==> config.mk <==
export PLATFORM = sky130hd
export DESIGN_NAME = posit_div_top
export DESIGN_NICKNAME = d
export VERILOG_FILES = /design/src/logic/posit_fmt_pkg.sv /design/src/logic/posit_div_pkg.sv /design/src/logic/posit_div_top.sv /design/src/logic/posit_field_decode.sv /design/src/logic/posit_mant_divider.sv /design/src/logic/posit_round_encode.sv
export SDC_FILE = /design/constraint.sdc
export NUM_CORES = 1
export LEC_CHECK = 0
export BUFFER_PORTS_ARGS = -buffer_cell sky130_fd_sc_hd__buf_4
export CAP_MARGIN = 30
export CORE_ASPECT_RATIO = 1.5
export CORE_UTILIZATION = 25
export DETAILED_ROUTE_END_ITERATION = 6
export GPL_ROUTABILITY_DRIVEN = 0
export PLACE_DENSITY = 0.43
export SYNTH_ARGS = -nofsm -noshare
export SYNTH_HDL_FRONTEND = slang
export SYNTH_SLANG_ARGS = --single-unit
==> constraint.sdc <==
create_clock -name clk -period 18.2 [get_ports clk]
set_clock_uncertainty 0.1 [all_clocks]
set_input_delay 0.91 -clock clk [delete_from_list [all_inputs] [get_ports clk]]
set_output_delay 0.91 -clock clk [all_outputs]
set_load 0.03 [all_outputs]
==> src/logic/posit_fmt_pkg.sv <==
// Posit format constants for N = 16, es = 1 only; struct widths are fixed here, not per instance
`default_nettype none

package posit_fmt_pkg;

    ////////////////////
    // Format widths
    ////////////////////

    // Word width and exponent field width
    localparam int POSIT_N  = 16;
    localparam int POSIT_ES = 1;

    // Widest fraction field, hidden bit excluded
    localparam int FRAC_W = POSIT_N - POSIT_ES - 2;

    // Signed regime value, holds -(N-1) .. N-2
    localparam int K_W = $clog2(POSIT_N) + 1;

    // Quotient scale before saturation
    // Covers difference of two extreme scales plus one normalization step
    localparam int SCALE_W = 8;

    ////////////////////
    // Special encodings
    ////////////////////

    localparam logic [POSIT_N-1:0] POSIT_ZERO   = '0;
    localparam logic [POSIT_N-1:0] POSIT_NAR    = {1'b1, {(POSIT_N-1){1'b0}}};
    // Regime of all ones
    localparam logic [POSIT_N-1:0] POSIT_MAXPOS = {1'b0, {(POSIT_N-1){1'b1}}};
    // Longest zero run, terminator in LSB
    localparam logic [POSIT_N-1:0] POSIT_MINPOS = {{(POSIT_N-1){1'b0}}, 1'b1};

    ////////////////////
    // Decoded operand
    ////////////////////

    // Magnitude fields taken after two's complement of negative words
    typedef struct packed {
        logic                  sign;
        logic                  is_zero;
        logic                  is_nar;
        logic signed [K_W-1:0] k;
        logic [POSIT_ES-1:0]   exp;
        // Hidden one in MSB
        logic [FRAC_W:0]       frac;
    } posit_fields_t;

endpackage

`default_nettype wire

==> src/logic/posit_div_pkg.sv <==
// Division sequencing types; quotient sized for one hidden, guard and normalization bit only
`default_nettype none

package posit_div_pkg;

    ////////////////////
    // Sequencer
    ////////////////////

    // Load, iterate, normalize
    typedef enum logic [1:0] {
        IDLE,
        DIVIDE,
        FINISH
    } div_state_t;

    ////////////////////
    // Quotient sizing
    ////////////////////

    // Hidden bit, fraction, guard, normalization spare
    localparam int QUOT_W = posit_fmt_pkg::FRAC_W + 3;

    // One quotient bit per restoring step
    localparam int DIV_STEPS = QUOT_W;

    // Unrounded quotient handed to the encoder
    typedef struct packed {
        logic                                        sign;
        logic                                        is_zero;
        logic                                        is_nar;
        logic signed [posit_fmt_pkg::SCALE_W-1:0]    scale;
        // Leading one in MSB after FINISH
        logic [QUOT_W-1:0]                           mant;
        // OR of the final remainder
        logic                                        sticky;
    } quotient_t;

endpackage

`default_nettype wire

==> src/logic/posit_div_top.sv <==
// Posit16 divider top; start is ignored while busy, done is a pulse with no back-pressure
`timescale 1ns/1ps
`default_nettype none

module posit_div_top (
    input  logic                                  clk,
    input  logic                                  rst_n,
    input  logic                                  start,
    input  logic [posit_fmt_pkg::POSIT_N-1:0]     dividend,
    input  logic [posit_fmt_pkg::POSIT_N-1:0]     divisor,
    output logic                                  busy,
    output logic                                  done,
    output logic [posit_fmt_pkg::POSIT_N-1:0]     quotient
);

    // Two quotient bits per cycle, 11-cycle start-to-done
    localparam int BITS_PER_CYCLE = 2;

    posit_fmt_pkg::posit_fields_t  a_fields;
    posit_fmt_pkg::posit_fields_t  b_fields;
    logic                          fields_valid;
    posit_div_pkg::quotient_t      q_info;
    logic                          q_valid;
    logic                          start_acc;

    // Starts during an operation are dropped
    assign start_acc = start & ~busy;

    posit_field_decode posit_field_decode_inst (
        .clk          (clk),
        .rst_n        (rst_n),
        .start        (start_acc),
        .dividend     (dividend),
        .divisor      (divisor),
        .a_fields     (a_fields),
        .b_fields     (b_fields),
        .fields_valid (fields_valid)
    );

    posit_mant_divider #(
        .BITS_PER_CYCLE (BITS_PER_CYCLE)
    ) posit_mant_divider_inst (
        .clk          (clk),
        .rst_n        (rst_n),
        .fields_valid (fields_valid),
        .a_fields     (a_fields),
        .b_fields     (b_fields),
        .q_info       (q_info),
        .q_valid      (q_valid),
        .busy         (busy)
    );

    posit_round_encode posit_round_encode_inst (
        .clk      (clk),
        .rst_n    (rst_n),
        .q_valid  (q_valid),
        .q_info   (q_info),
        .quotient (quotient),
        .done     (done)
    );

endmodule

`default_nettype wire

==> src/logic/posit_field_decode.sv <==
// Operand decode; expects start only when the divider is idle, holds fields until the next start
`timescale 1ns/1ps
`default_nettype none

module posit_field_decode (
    input  logic                                  clk,
    input  logic                                  rst_n,
    input  logic                                  start,
    input  logic [posit_fmt_pkg::POSIT_N-1:0]     dividend,
    input  logic [posit_fmt_pkg::POSIT_N-1:0]     divisor,
    output posit_fmt_pkg::posit_fields_t          a_fields,
    output posit_fmt_pkg::posit_fields_t          b_fields,
    output logic                                  fields_valid
);

    localparam int N  = posit_fmt_pkg::POSIT_N;
    localparam int ES = posit_fmt_pkg::POSIT_ES;
    localparam int FW = posit_fmt_pkg::FRAC_W;
    localparam int KW = posit_fmt_pkg::K_W;

    ////////////////////
    // Field extraction
    ////////////////////

    // Split one posit word into sign, regime, exponent and fraction
    function automatic posit_fmt_pkg::posit_fields_t decode_posit(input logic [N-1:0] p);
        logic [N-1:0]                  mag;
        logic [N-2:0]                  body;
        logic [N-2:0]                  rest;
        logic                          rbit;
        logic                          run_end;
        int                            run;
        posit_fmt_pkg::posit_fields_t  f;

        // Negative words decode from their magnitude
        mag  = p[N-1] ? (~p + 1'b1) : p;
        body = mag[N-2:0];
        rbit = body[N-2];

        // Leading run detector
        // Counts identical bits from the MSB until the terminator
        run     = 0;
        run_end = 1'b0;
        for (int i = N - 2; i >= 0; i--)
        begin
            if (!run_end && (body[i] == rbit))
                run = run + 1;
            else
                run_end = 1'b1;
        end

        // Drop run and terminator, exponent lands at the top
        rest = body << (run + 1);

        f.sign    = p[N-1];
        f.is_zero = (p == posit_fmt_pkg::POSIT_ZERO);
        f.is_nar  = (p == posit_fmt_pkg::POSIT_NAR);
        // Run of ones gives k = run - 1, run of zeros gives k = -run
        f.k       = rbit ? KW'(run - 1) : KW'(-run);
        f.exp     = rest[N-2 -: ES];
        // Short words leave zeros in the low fraction bits
        f.frac    = {1'b1, rest[N-2-ES -: FW]};
        return f;
    endfunction

    ////////////////////
    // Registers
    ////////////////////

    // Valid pulse one cycle after start
    always_ff @(posedge clk)
    begin
        if (!rst_n)
            fields_valid <= 1'b0;
        else
            fields_valid <= start;
    end

    // Payload, held between operations
    always_ff @(posedge clk)
    begin
        if (start)
        begin
            a_fields <= decode_posit(dividend);
            b_fields <= decode_posit(divisor);
        end
    end

endmodule

`default_nettype wire

==> src/logic/posit_mant_divider.sv <==
// Restoring fraction divider; one operation at a time, BITS_PER_CYCLE of 1 or 2 dividing DIV_STEPS
`timescale 1ns/1ps
`default_nettype none

module posit_mant_divider #(
    parameter int BITS_PER_CYCLE = 2
) (
    input  logic                              clk,
    input  logic                              rst_n,
    input  logic                              fields_valid,
    input  posit_fmt_pkg::posit_fields_t      a_fields,
    input  posit_fmt_pkg::posit_fields_t      b_fields,
    output posit_div_pkg::quotient_t          q_info,
    output logic                              q_valid,
    output logic                              busy
);

    localparam int QW     = posit_div_pkg::QUOT_W;
    localparam int MW     = posit_fmt_pkg::FRAC_W + 1;
    localparam int SW     = posit_fmt_pkg::SCALE_W;
    localparam int ES     = posit_fmt_pkg::POSIT_ES;
    localparam int CYCLES = (posit_div_pkg::DIV_STEPS + BITS_PER_CYCLE - 1) / BITS_PER_CYCLE;
    localparam int CNT_W  = $clog2(CYCLES + 1);

    posit_div_pkg::div_state_t  state;
    logic [CNT_W-1:0]           step_cnt;

    // Remainder one bit wider than the divisor, stays below twice the divisor
    logic [MW:0]                rem;
    logic [MW:0]                rem_nxt;
    logic [MW-1:0]              dsr;
    logic [QW-1:0]              quo;
    logic [QW-1:0]              quo_nxt;
    logic signed [SW-1:0]       scale_a;
    logic signed [SW-1:0]       scale_b;

    ////////////////////
    // Scale and steps
    ////////////////////

    // Scale = k * 2^es + exp
    always_comb
    begin
        scale_a = (SW'(a_fields.k) <<< ES) + SW'(a_fields.exp);
        scale_b = (SW'(b_fields.k) <<< ES) + SW'(b_fields.exp);
    end

    // BITS_PER_CYCLE restoring steps
    always_comb
    begin
        rem_nxt = rem;
        quo_nxt = quo;
        for (int i = 0; i < BITS_PER_CYCLE; i++)
        begin
            // Trial subtract, keep result only when it fits
            quo_nxt = {quo_nxt[QW-2:0], (rem_nxt >= {1'b0, dsr})};
            if (quo_nxt[0])
                rem_nxt = rem_nxt - {1'b0, dsr};
            rem_nxt = rem_nxt << 1;
        end
    end

    ////////////////////
    // Sequencer
    ////////////////////

    always_ff @(posedge clk)
    begin
        if (!rst_n)
        begin
            state    <= posit_div_pkg::IDLE;
            step_cnt <= '0;
            q_valid  <= 1'b0;
        end
        else
        begin
            q_valid <= 1'b0;
            case (state)
                posit_div_pkg::IDLE:
                begin
                    if (fields_valid)
                    begin
                        state    <= posit_div_pkg::DIVIDE;
                        step_cnt <= '0;
                    end
                end
                posit_div_pkg::DIVIDE:
                begin
                    step_cnt <= step_cnt + 1'b1;
                    if (step_cnt == CNT_W'(CYCLES - 1))
                        state <= posit_div_pkg::FINISH;
                end
                posit_div_pkg::FINISH:
                begin
                    state   <= posit_div_pkg::IDLE;
                    q_valid <= 1'b1;
                end
                default:
                    state <= posit_div_pkg::IDLE;
            endcase
        end
    end

    // Datapath, specials run the same count
    always_ff @(posedge clk)
    begin
        if ((state == posit_div_pkg::IDLE) && fields_valid)
        begin
            rem            <= {1'b0, a_fields.frac};
            dsr            <= b_fields.frac;
            quo            <= '0;
            q_info.sign    <= a_fields.sign ^ b_fields.sign;
            q_info.scale   <= scale_a - scale_b;
            // x/0 and NaR inputs give NaR
            q_info.is_nar  <= a_fields.is_nar | b_fields.is_nar | b_fields.is_zero;
            q_info.is_zero <= a_fields.is_zero & ~(a_fields.is_nar | b_fields.is_nar |
                                                   b_fields.is_zero);
        end
        else if (state == posit_div_pkg::DIVIDE)
        begin
            rem <= rem_nxt;
            quo <= quo_nxt;
        end
        else if (state == posit_div_pkg::FINISH)
        begin
            // Quotient of two [1,2) values is above 1/2, at most one shift
            if (quo[QW-1])
                q_info.mant <= quo;
            else
            begin
                q_info.mant  <= {quo[QW-2:0], 1'b0};
                q_info.scale <= q_info.scale - 1'b1;
            end
            q_info.sticky <= |rem;
        end
    end

    // High from the fields_valid cycle through the q_valid cycle
    assign busy = fields_valid || (state != posit_div_pkg::IDLE) || q_valid;

    ////////////////////
    // Checks
    ////////////////////

    // Upstream must hold off while an operation is in flight
    a_no_overlap: assert property (@(posedge clk) disable iff (!rst_n)
        fields_valid |-> (state == posit_div_pkg::IDLE));

    // Single-cycle result strobe
    a_q_pulse: assert property (@(posedge clk) disable iff (!rst_n)
        q_valid |=> !q_valid);

endmodule

`default_nettype wire

==> src/logic/posit_round_encode.sv <==
// Round to nearest even and re-encode; saturates at maxpos/minpos, never rounds to zero or NaR
`timescale 1ns/1ps
`default_nettype none

module posit_round_encode (
    input  logic                                  clk,
    input  logic                                  rst_n,
    input  logic                                  q_valid,
    input  posit_div_pkg::quotient_t              q_info,
    output logic [posit_fmt_pkg::POSIT_N-1:0]     quotient,
    output logic                                  done
);

    localparam int N  = posit_fmt_pkg::POSIT_N;
    localparam int ES = posit_fmt_pkg::POSIT_ES;
    localparam int QW = posit_div_pkg::QUOT_W;
    localparam int SW = posit_fmt_pkg::SCALE_W;
    // Terminator, exponent, fraction, then room for the regime shift
    localparam int FW = N + ES + QW - 1;

    // Longest regime that still fits the word
    localparam logic signed [SW-1:0] K_MAX = SW'(N - 2);
    localparam logic signed [SW-1:0] K_MIN = -SW'(N - 2);

    logic signed [SW-1:0]  k_raw;
    logic signed [SW-1:0]  k_c;
    logic [ES-1:0]         e;
    logic                  rbit;
    logic [SW-1:0]         run;
    logic [FW-1:0]         wide;
    logic [FW-1:0]         shifted;
    logic [N-2:0]          body;
    logic                  guard;
    logic                  sticky;
    logic                  last;
    logic                  full;
    logic                  rnd;
    logic [N-1:0]          mag;
    logic [N-1:0]          word;

    ////////////////////
    // Encode
    ////////////////////

    always_comb
    begin
        // Scale splits into regime and exponent
        k_raw = q_info.scale >>> ES;
        e     = q_info.scale[ES-1:0];

        // Clamp keeps the shift inside the field
        if (k_raw > K_MAX)
            k_c = K_MAX;
        else if (k_raw < K_MIN)
            k_c = K_MIN;
        else
            k_c = k_raw;

        // Ones run for k >= 0, zeros run otherwise
        rbit = ~k_c[SW-1];
        run  = rbit ? SW'(k_c + 1'b1) : SW'(-k_c);

        // Terminator is the inverse of the run bit
        wide    = {~rbit, e, q_info.mant[QW-2:0], {(N-1){1'b0}}};
        shifted = (wide >> run) | (rbit ? ~({FW{1'b1}} >> run) : '0);

        body   = shifted[FW-1 -: N-1];
        guard  = shifted[FW-N];
        sticky = (|shifted[FW-N-1:0]) | q_info.sticky;
        last   = body[0];

        // Regime alone fills the word
        full = (k_c == K_MAX) || (k_c == K_MIN);

        // Nearest, ties to even
        rnd = guard & (sticky | last) & ~full;
        mag = {1'b0, body + (N-1)'(rnd)};

        // Out of range saturates
        if (k_raw > K_MAX)
            mag = posit_fmt_pkg::POSIT_MAXPOS;
        else if (k_raw < K_MIN)
            mag = posit_fmt_pkg::POSIT_MINPOS;

        // Negative result as two's complement
        word = q_info.sign ? (~mag + 1'b1) : mag;

        // Specials bypass arithmetic
        if (q_info.is_nar)
            word = posit_fmt_pkg::POSIT_NAR;
        else if (q_info.is_zero)
            word = posit_fmt_pkg::POSIT_ZERO;
    end

    ////////////////////
    // Output registers
    ////////////////////

    // Result held until the next operation completes
    always_ff @(posedge clk)
    begin
        if (!rst_n)
        begin
            quotient <= posit_fmt_pkg::POSIT_ZERO;
            done     <= 1'b0;
        end
        else
        begin
            done <= q_valid;
            if (q_valid)
                quotient <= word;
        end
    end

    // Arithmetic path never produces the NaR pattern
    a_no_false_nar: assert property (@(posedge clk) disable iff (!rst_n)
        (q_valid && !q_info.is_nar) |=> (done && (quotient != posit_fmt_pkg::POSIT_NAR)));

endmodule

`default_nettype wire

==> results, run 1 <==
- The cell depth of the worst flop-to-flop path is 24.
- The starting utilization of the core area is 25.4%.
- The wire length per cell after detailed routing is 17.3 um.
- TritonCTS built the clock tree.
- The number of diodes added for antenna fixing is 0.
- For this run, the slowest stage of the critical path takes 0.67 ns.
- The initial antenna violation count is 0.
- Across the whole layout, storage elements account for between 3000 and 4000 um^2.
- During placement, the flow inserted port buffers numbering 52.
- The number of violations reported at the end of detailed-routing iteration 0 is 962.
- The total vias in the final route is 13800.
- The number of endpoints with negative hold slack in the final report is 0.
- Of all nets on the critical path, the largest fanout is 18.
- The first detailed-routing pass ran for 6 iterations.
- The final max-slew violation count was 0.
- The H-tree was split into 4 levels.
- Counting every sink on the clock net gives 140.
- For the pin with the worst max-slew slack, the measured transition is 0.942 ns.
- After detailed routing, no signal wire sits above met4.
- On the critical path, the stage with the largest delay is an instance of sky130_fd_sc_hd__o32ai_4.
- The combined global-route utilization of all metal layers is 14.9%.
- The master cell of the clock root buffer is sky130_fd_sc_hd__clkbuf_16.
- After global routing the overflow that remains totals 0.
- The count of standard-cell rows is 109.
- The vertical die dimension is 302 um.
- The tightest min-delay check is of the reg2reg type.
- Entering global routing, the biggest net connects 45 pins.
- The aggregate negative setup slack is 0 ns.
- The horizontal die dimension is slightly above 200 um.
- For this run, the register share of the synthesized area comes to approximately 25%.
- The clock latency on the worst-skew pair is 0.44 ns.
- Gates resized during post-CTS repair numbered 0.
- For this design the static power due to leakage is 6.25 nW.
- The fraction of post-synthesis cell area in the top cell type by area is approximately 20%.
- The number of placed instances, taps included is 2617.
- The number of global-route vias before repair is 13500.
- The dominant cell type by count on the critical path is sky130_fd_sc_hd__ha_1.
- The relative slew slack is 37.2%.
- The total met2 wirelength after detailed routing is 24.7 mm.
- During synthesis, Yosys emitted a total of 0 warnings.
- Counting every net in the synthesized netlist gives roughly 2000.
- For this run, the number of standard cells in the final layout without fillers is 2649.
- The top cell types in the final layout, fill and taps aside, are sky130_fd_sc_hd__nand2_1, sky130_fd_sc_hd__nor2_1, sky130_fd_sc_hd__a21oi_1.
- The multi-input combinational cells in the finished layout cover a total of 10500 um^2.
- Post-CTS timing repair inserted 0 buffers for setup.
- Compared with the post-synthesis result, the final layout area differs by 11.9%.
- The most common library cell in the layout ignoring fill and taps is sky130_fd_sc_hd__nand2_1.
- The CTS clock-pin slew for the worst setup and hold paths is 0.07 ns.
- Detailed placement ended at an HPWL of 36.2 mm.
- The total length of routed met3 wires is 1.16 mm.
- The count of nets left with antenna violations once routing finished came out at 0.
- Across the run, the number of max-cap violations was 0.
- Derived from the worst setup path, the maximum achievable clock frequency is between 80 and 90 MHz.
- The number of synthesized register bits is 140.
- The critical path is of the in2reg type.
- The first global-routing pass estimated 72.6 mm of wire.
- STA puts the critical path data required time at 18.38 ns.
- At the worst endpoint, the arrival time is ~12 ns.
- The die covers around 60000 um^2.
- The total detailed-routing wirelength is 45.8 mm.
- The count of nets after finishing is 1964.
- The minimum setup slack after placement is 6.11 ns.
- Cells fill 28.4% of the core in the end.
- STA classifies the critical path startpoint as an input port.
- Power spread over the standard cell area amounts to approximately 110 nW/um^2.
- The area of the core is 59100 um^2.
- The worst setup path is captured at a register.
- The summed instance area of the synthesized netlist is ~15000 um^2.
- The number of buffers inserted for hold repair after clock tree synthesis is 0.
- The final critical path takes up 64.7% of the cycle.
- The number of distinct library cells after synthesis is 111.
- After detailed routing, the wire length on met1 is between 15 and 20 mm.
- The flow ran to the end, and the final reports show no timing, DRC or antenna violations.
- The average cell area after synthesis is 8.06 um^2.
- The count of endpoints failing setup in the final report is 0.
- The proportion of synthesized flip-flops having asynchronous set or reset is 0%.
- Counting the fill cells in the layout gives 6410.
- The capture point of the worst path is posit_field_decode_inst.b_fields[9].
- The most used flip-flop cell after synthesis is sky130_fd_sc_hd__edfxtp_1.
- In this run the most critical hold path is launched from posit_field_decode_inst.b_fields[8].
- Setup repair after global routing left no endpoint under its margin.
- The instance count of the mapped netlist is 1861.
- The I/O pin count is 53.
- The cell type with the highest aggregate area in the netlist is sky130_fd_sc_hd__edfxtp_1.
- Once routing completed, OpenROAD measured the worst setup slack at roughly 6.4 ns.
- The fraction of final layout cells with drive strength greater than 1 is a little over a tenth.
- In the routed design, unresolved DRC markers number 0.
- In the post-synthesis netlist, the biggest area contributors are sky130_fd_sc_hd__edfxtp_1, sky130_fd_sc_hd__dfxtp_1, sky130_fd_sc_hd__ha_1.
- Buffers inserted during clock tree synthesis total 17.
- The detailed-route vias per instance is 5.19.
- The endpoint of the worst register-to-register path is posit_round_encode_inst.quotient[15].
- The startpoint identified for the worst register-to-register timing path is posit_mant_divider_inst.q_info[22].
- After layout, the minimum clock period comes to 11.77 ns.
- The most critical setup path has its startpoint at divisor[0].
- The maximum resistive drop on vdd is roughly 0.000065 V.
- The longest clock path from root to sink contains 2 buffers.
- The number of flops mapped to enable cells by yosys is 98.
- The setup slack of the most critical reg-to-reg path is ~8.9 ns.
[kinds of logic (layout without fill, tap and decap cells)]
kind of cell	after synthesis	count (layout)	share of synthesized area [%]
compound gates	494	494	22.3
xor+xnor	137	137	8.75
fa+ha+maj	70	70	5.99
buf+inv	186	197	4.89
flops	140	140	25.2
mux	114	114	8.65
simple gates	720	720	24.2
[area by class of cell]
type	count	share of cell area (%)
flip-flops and latches	140	22.6
well taps	777	5.80
inverters	88	1.97
multi-input cells	1535	62.6
repair buffers	77	3.45
clock inverters	15	1.12
clock buffers	17	2.54
[cells in the mapped netlist, types with 13 or more instances]
| master | count |
|---|---|
| sky130_fd_sc_hd__nor2b_1 | 22 |
| sky130_fd_sc_hd__o21a_1 | 13 |
| sky130_fd_sc_hd__nor3_1 | 55 |
| sky130_fd_sc_hd__ha_1 | 67 |
| sky130_fd_sc_hd__a21oi_1 | 120 |
| sky130_fd_sc_hd__o211ai_1 | 16 |
| sky130_fd_sc_hd__buf_2 | 13 |
| sky130_fd_sc_hd__nor3b_1 | 13 |
| sky130_fd_sc_hd__edfxtp_1 | 98 |
| sky130_fd_sc_hd__a211oi_1 | 20 |
| sky130_fd_sc_hd__mux2i_1 | 71 |
| sky130_fd_sc_hd__o21ai_0 | 117 |
| sky130_fd_sc_hd__nand2b_1 | 29 |
| sky130_fd_sc_hd__xor2_1 | 41 |
| sky130_fd_sc_hd__or4_1 | 13 |
| sky130_fd_sc_hd__nor2_1 | 179 |
| sky130_fd_sc_hd__o31ai_1 | 14 |
| sky130_fd_sc_hd__or3_1 | 21 |
| sky130_fd_sc_hd__dfxtp_1 | 42 |
| sky130_fd_sc_hd__mux2_2 | 33 |
| sky130_fd_sc_hd__a31oi_1 | 17 |
| sky130_fd_sc_hd__nor4_1 | 23 |
| sky130_fd_sc_hd__inv_1 | 84 |
| sky130_fd_sc_hd__a22oi_1 | 13 |
| sky130_fd_sc_hd__and2_1 | 22 |
| sky130_fd_sc_hd__xnor2_1 | 88 |
| sky130_fd_sc_hd__nand3_1 | 44 |
| sky130_fd_sc_hd__o22ai_1 | 16 |
| sky130_fd_sc_hd__and3_1 | 19 |
| sky130_fd_sc_hd__nand4_1 | 24 |
| sky130_fd_sc_hd__clkbuf_1 | 74 |
| sky130_fd_sc_hd__a21o_1 | 21 |
| sky130_fd_sc_hd__nand2_1 | 200 |
[per-layer routing]
| layer | track usage [%] | up-vias |
|---|---|---|
| met5 | 0 | - |
| met4 | 6.93 | 0 |
| met3 | 1.57 | 85 |
| met2 | 29.0 | 308 |
| met1 | 15.8 | 6496 |
| li1 | - | 6863 |
[worst max-delay path: cells and delay by family]
kind / cells / cell delay [ns]
adder cells (fa/ha/maj): 9 / 2.73
multiplexers: 3 / 0.77
AND/OR/NAND/NOR: 20 / 3.89
AO/OA/AOI/OAI: 11 / 3.27
buffers and inverters: 3 / 0.37
[sequential cells by signal, indices dropped and copies added, names as in the netlist]
| register | cells |
|---|---|
| posit_mant_divider_inst.quo | 16 |
| posit_mant_divider_inst.rem | 15 |
| posit_round_encode_inst.done | 1 |
| posit_mant_divider_inst.state | 2 |
| posit_round_encode_inst.quotient | 16 |
| posit_mant_divider_inst.q_valid | 1 |
| posit_field_decode_inst.a_fields | 22 |
| posit_mant_divider_inst.q_info | 27 |
| posit_field_decode_inst.b_fields | 22 |
| posit_field_decode_inst.fields_valid | 1 |
| posit_mant_divider_inst.step_cnt | 4 |
| posit_mant_divider_inst.dsr | 13 |
[through the flow]
step | hold slack, ns | total power, mW | cell area (um^2)
finish | 0.323 | 1.77 | 16800
global route | 0.323 | 1.90 | 16800
CTS | 0.323 | 1.78 | 16800
detailed placement | 0.308 | 1.40 | 16200
global placement | 0.307 | 1.40 | 16100
floorplan | 0.300 | 1.17 | 15000
[worst min path at each step]
| stage | depth (start not counted) | to |
|---|---|---|
| floorplan | 0 | posit_mant_divider_inst.dsr[0] |
| global placement | 0 | posit_mant_divider_inst.dsr[4] |
| detailed placement | 0 | posit_mant_divider_inst.dsr[8] |
| CTS | 0 | posit_mant_divider_inst.dsr[8] |
| global route | 0 | posit_mant_divider_inst.dsr[8] |
| finish | 0 | posit_mant_divider_inst.dsr[8] |
[where the power goes]
part / leakage, nW / internal (mW) / switching [mW] / total, mW
clock: 0.286 / 0.217 / 0.152 / 0.369
combinational: 4.71 / 0.388 / 0.557 / 0.945
sequential: 1.26 / 0.419 / 0.0337 / 0.452
total: 6.25 / 1.02 / 0.743 / 1.77
Power figures use the tool's default switching activity.
==> inputs of run 2 (changes only) <==
- ABC_AREA: unset -> 1
- PLACE_DENSITY: 0.43 -> 0.44
- clock period: 18.2 -> 10.65 ns (I/O delays scaled with it)
==> run 2 against run 1 <==
  * Global-route usage shrank 0.47 points
  * Count of clock-buffer cells in the layout grew 3
  * Sequential power grew 70%
  * Synthesized cell count grew 15%
  * Register-to-register slack lost 5.8 ns
  * Power grew 60%
  * Core utilization shrank 0.19 points
  * Worst hold slack lost 0.031 ns
  * Sequential cell count is the same
  * Clock power grew 49%
  * Highest routed layer unchanged
==> results, run 2 <==
- The run finished with clean final reports.
- posit_mant_divider_inst.q_info holds more flip-flops than any other register.
- In this run the power density over the cells is 177 nW/um^2.
- Counting along the longest clock path gives a buffer depth of 2.
- The proportion of synthesized flip-flops having asynchronous set or reset is 0%.
- The worst hold path passes through 3 cells.
- The worst setup path category is in2reg.
- The adder-cell share of the synthesized area is ~6.3%.
- The post-layout minimum cycle time is 9.72 ns.
- Hold repair after CTS inserted 0 buffers.
- Clock tree synthesis selected as its root buffer the cell sky130_fd_sc_hd__clkbuf_16.
- Hold timing on the final database bottoms out at a slack of ~0.3 ns.
- The average cell area after synthesis is roughly 6.7 um^2.
- The total number of yosys warnings is 0.
- The share of the clock period used by the worst path after layout is 91.3%.
- The startpoint identified for the worst register-to-register timing path is posit_mant_divider_inst.q_info[19].
- The end of the worst hold path is posit_round_encode_inst.done.
- Ranked by total cell area, the synthesized netlist is headed by sky130_fd_sc_hd__edfxtp_1, sky130_fd_sc_hd__nand2_1, sky130_fd_sc_hd__nand3_1.
- The most common cell in the synthesized netlist is sky130_fd_sc_hd__nand2_1.
- The tool flagged a number of max-cap violations equal to 0.
- In this run the critical register-to-register path is captured at posit_round_encode_inst.quotient[13].
- The number of placed instances, taps included is 2913.
- The static leakage is 7.36 nW.
- The launching element type of the critical path is an input port.
- After detailed routing, the number of remaining DRC violations is 0.
- The largest fanout on the critical path is 21.
- The fraction of post-synthesis cell area in the top cell type by area is 20.6%.
- The detail route stage leaves a number of antenna-violating nets equal to 0.
- The class of the most critical hold timing path is in2reg.
- The CTS clock-pin slew for the worst setup and hold paths is 0.06 ns.
- The number of global-route vias before repair is 13300.
- The area of the core is 56600 um^2.
- The finished layout cell area is roughly 16000 um^2.
- The H-tree depth is 4.
- The combined global-route utilization of all metal layers is between 10 and 15%.
- The cell type with the highest aggregate area in the netlist is sky130_fd_sc_hd__edfxtp_1.
- In this run the count of I/O pins placed on the die edge is 53.
- OpenSTA, run right after detailed placement, puts the worst setup slack at 0.479 ns.
- Of the cells placed in the final design, the portion with a size suffix greater than 1 is 12.5%.
- STA classifies the critical path endpoint as a register.
- The clock latency on the worst-skew pair is ~0.44 ns.
- The upper clock frequency limit is 103 MHz.
- After synthesis the cells add up to 14300 um^2.
- After synthesis, the largest family of logic cells by area is simple AND/OR/NAND/NOR gates.
- The leftover overflow at the end of global routing is 0.
- TritonCTS built the clock tree.
- The clock sink count is 140.
- The final max-slew violation count was 0.
- The most used flip-flop cell after synthesis is sky130_fd_sc_hd__edfxtp_1.
- The placed instance area is 15400 um^2.
- For the worst setup path, the data arrival time is 9.93 ns.
- The instance count of the mapped netlist is 2142.
- For the pin with the worst max-slew slack, the measured transition is 0.888 ns.
- The worst setup slack after layout is 0.929 ns.
- The xor and xnor fraction of the mapped netlist area is 4.17%.
- The count of buffers inserted at the top-level ports is 52.
- After floorplanning, the core was divided into approximately 110 placement rows.
- Setup violations remaining at the end of the flow were counted as 0.
- The largest registers in the layout are posit_mant_divider_inst.q_info (27), posit_field_decode_inst.a_fields (22), posit_field_decode_inst.b_fields (22).
- The library cell used most frequently in the layout, excluding fill and tap cells, is sky130_fd_sc_hd__nand2_1.
- The area fraction in compound gates after synthesis is 12.0%.
- The die is 295 um tall.
- The HPWL reported at the end of detailed placement is 33.4 mm.
- In the synthesized netlist, the cells that appear most often are sky130_fd_sc_hd__nand2_1, sky130_fd_sc_hd__inv_1, sky130_fd_sc_hd__nand3_1, sky130_fd_sc_hd__o21ai_0, sky130_fd_sc_hd__nor2_1.
- Cells fill 28.2% of the core in the end.
- The relative slew slack is 40.7%.
- Entering global routing, the biggest net connects 47 pins.
- Buffers inserted during clock tree synthesis total 17.
- The critical path data required time is roughly 11 ns.
- The number of endpoints with negative hold slack in the final report is 0.
- Summing the areas of all and, or, nand and nor instances in the mapped netlist gives 40.4% of the synthesized area.
- Setup repair after global routing left no endpoint under its margin.
- The largest delay contributor family on the critical path is adder cells.
- The growth of design area from synthesis to finish is 11.8%.
- The initial antenna violation count is 1.
- The number of buffers and inverters on the critical path is 13.
- The number of distinct library cells after synthesis is 70.
- The register with the most flip-flops in the layout has 27 of them.
- The number of synthesized register bits is 140.
- The aggregate negative setup slack is 0 ns.
- Summing over every cut layer, the via total after detailed routing is 13600.
- The non-filler instance count after layout is ~3000.
- After detailed routing, the number of vias per cell comes to 4.60.
- The total power of the final layout is ~2.8 mW.
- In this run the most critical hold path is launched from rst_n.
- The setup slack of the most critical reg-to-reg path is 3.11 ns.
- In the layout the commonest cells are sky130_fd_sc_hd__nand2_1, sky130_fd_sc_hd__inv_1, sky130_fd_sc_hd__nand3_1.
- The multiplexer share of the synthesized area is 0.350%.
- The number of violations reported at the end of detailed-routing iteration 0 is approximately 620.
- The horizontal die dimension is approximately 200 um.
- 0 antenna diodes ended up in the layout.
- The number of nets produced by synthesis is 2247.
- Across the VDD grid, the largest voltage drop is 0.0000867 V.
- The number of detailed-routing iterations run before antenna repair is 5.
- On the worst path, the slowest cell contributes a delay of between 0.6 and 0.7 ns.
- The net count of the finished layout is 2276.
- For the worst flop-to-flop path, the logic depth is 33.
- The slowest stage of the critical path is the sky130_fd_sc_hd__ha_1 cell.
- In the final routed layout, each cell accounts on average for 13.8 um.
- The synthesized design contains roughly 100 enable-type register cells.
- For this block, the routed nets add up to 40.6 mm of wire.
- The die area is ~58000 um^2.
- The global-route wire length before repair is about 67 mm.
- The share of the Yosys chip area taken by registers is 26.5%.
- The starting utilization of the core area is 25.2%.
## run 2: cell types whose count changed in the layout (fill, tap and decap cells not counted), moves of 33 or more
cell / before / now
sky130_fd_sc_hd__a21oi_1: 119 / 73
sky130_fd_sc_hd__inv_1: 84 / 271
sky130_fd_sc_hd__mux2_2: 33 / 0
sky130_fd_sc_hd__mux2i_1: 71 / 5
sky130_fd_sc_hd__nand2_1: 200 / 574
sky130_fd_sc_hd__nand2_2: 2 / 55
sky130_fd_sc_hd__nand3_1: 44 / 233
sky130_fd_sc_hd__nor2_1: 179 / 136
sky130_fd_sc_hd__xnor2_1: 87 / 11
## run 2: layout make-up
cell class	instances	area, um^2
Sequential cell	140	3780
Tap cell	763	955
Fill cell	6285	40700
Clock buffer	20	437
Inverter	307	1160
Timing Repair Buffer	67	500
Clock inverter	12	91.3
Multi-Input combinational cell	1638	9040
## run 2: logic make-up after synthesis
| logic type | Yosys count |
|---|---|
| xor gates and xnor gates | 68 |
| and+or+nand+nor | 1198 |
| muxes | 5 |
| AOI/OAI and AO/OA | 297 |
| buffers and inverters | 364 |
| adders and majority gates | 70 |
| DFF | 140 |
## run 2: what timing repair did
item | 4_1_cts | 5_1_grt
endpoints found under the hold margin | 0 | 0
gates resized for setup | 0 | 1
setup endpoints to repair | 0 | 1
buffers inserted | 0 | 2
## run 2: worst reg2reg max path: cells and delay by family, from the launching register on
family                     cells  cell delay [ns]
and+or+nand+nor               18             3.16
adders and majority gates      3             1.44
DFF                            1             0.51
buffers and inverters          4             0.91
AOI/OAI and AO/OA              8             1.28
## run 2: how the worst max path moves through the flow
stage                     cells past startpoint        start  slack, ns                              endpoint
after global routing                         57  dividend[0]       0.07  posit_field_decode_inst.a_fields[10]
final                                        57  dividend[0]       0.93  posit_field_decode_inst.a_fields[10]
after global placement                       56  dividend[0]       0.57  posit_field_decode_inst.a_fields[10]
after floorplan                              57   divisor[0]       1.66   posit_field_decode_inst.b_fields[8]
after detailed placement                     56  dividend[0]       0.48  posit_field_decode_inst.a_fields[10]
after CTS                                    56  dividend[0]       0.92  posit_field_decode_inst.a_fields[10]
## run 2: report_power, final
group / internal (mW) / switching, mW
registers: 0.719 / 0.0490
clock network: 0.299 / 0.249
logic: 0.525 / 0.985
## run 2: per-layer routing
metal	global-route usage, %	share of wire, %	vias up
met5	0	0	-
met3	1.04	1.6	50
met4	6.07	2.9	0
met2	29.4	57	186
li1	-	-	7142
met1	14.6	39	6190
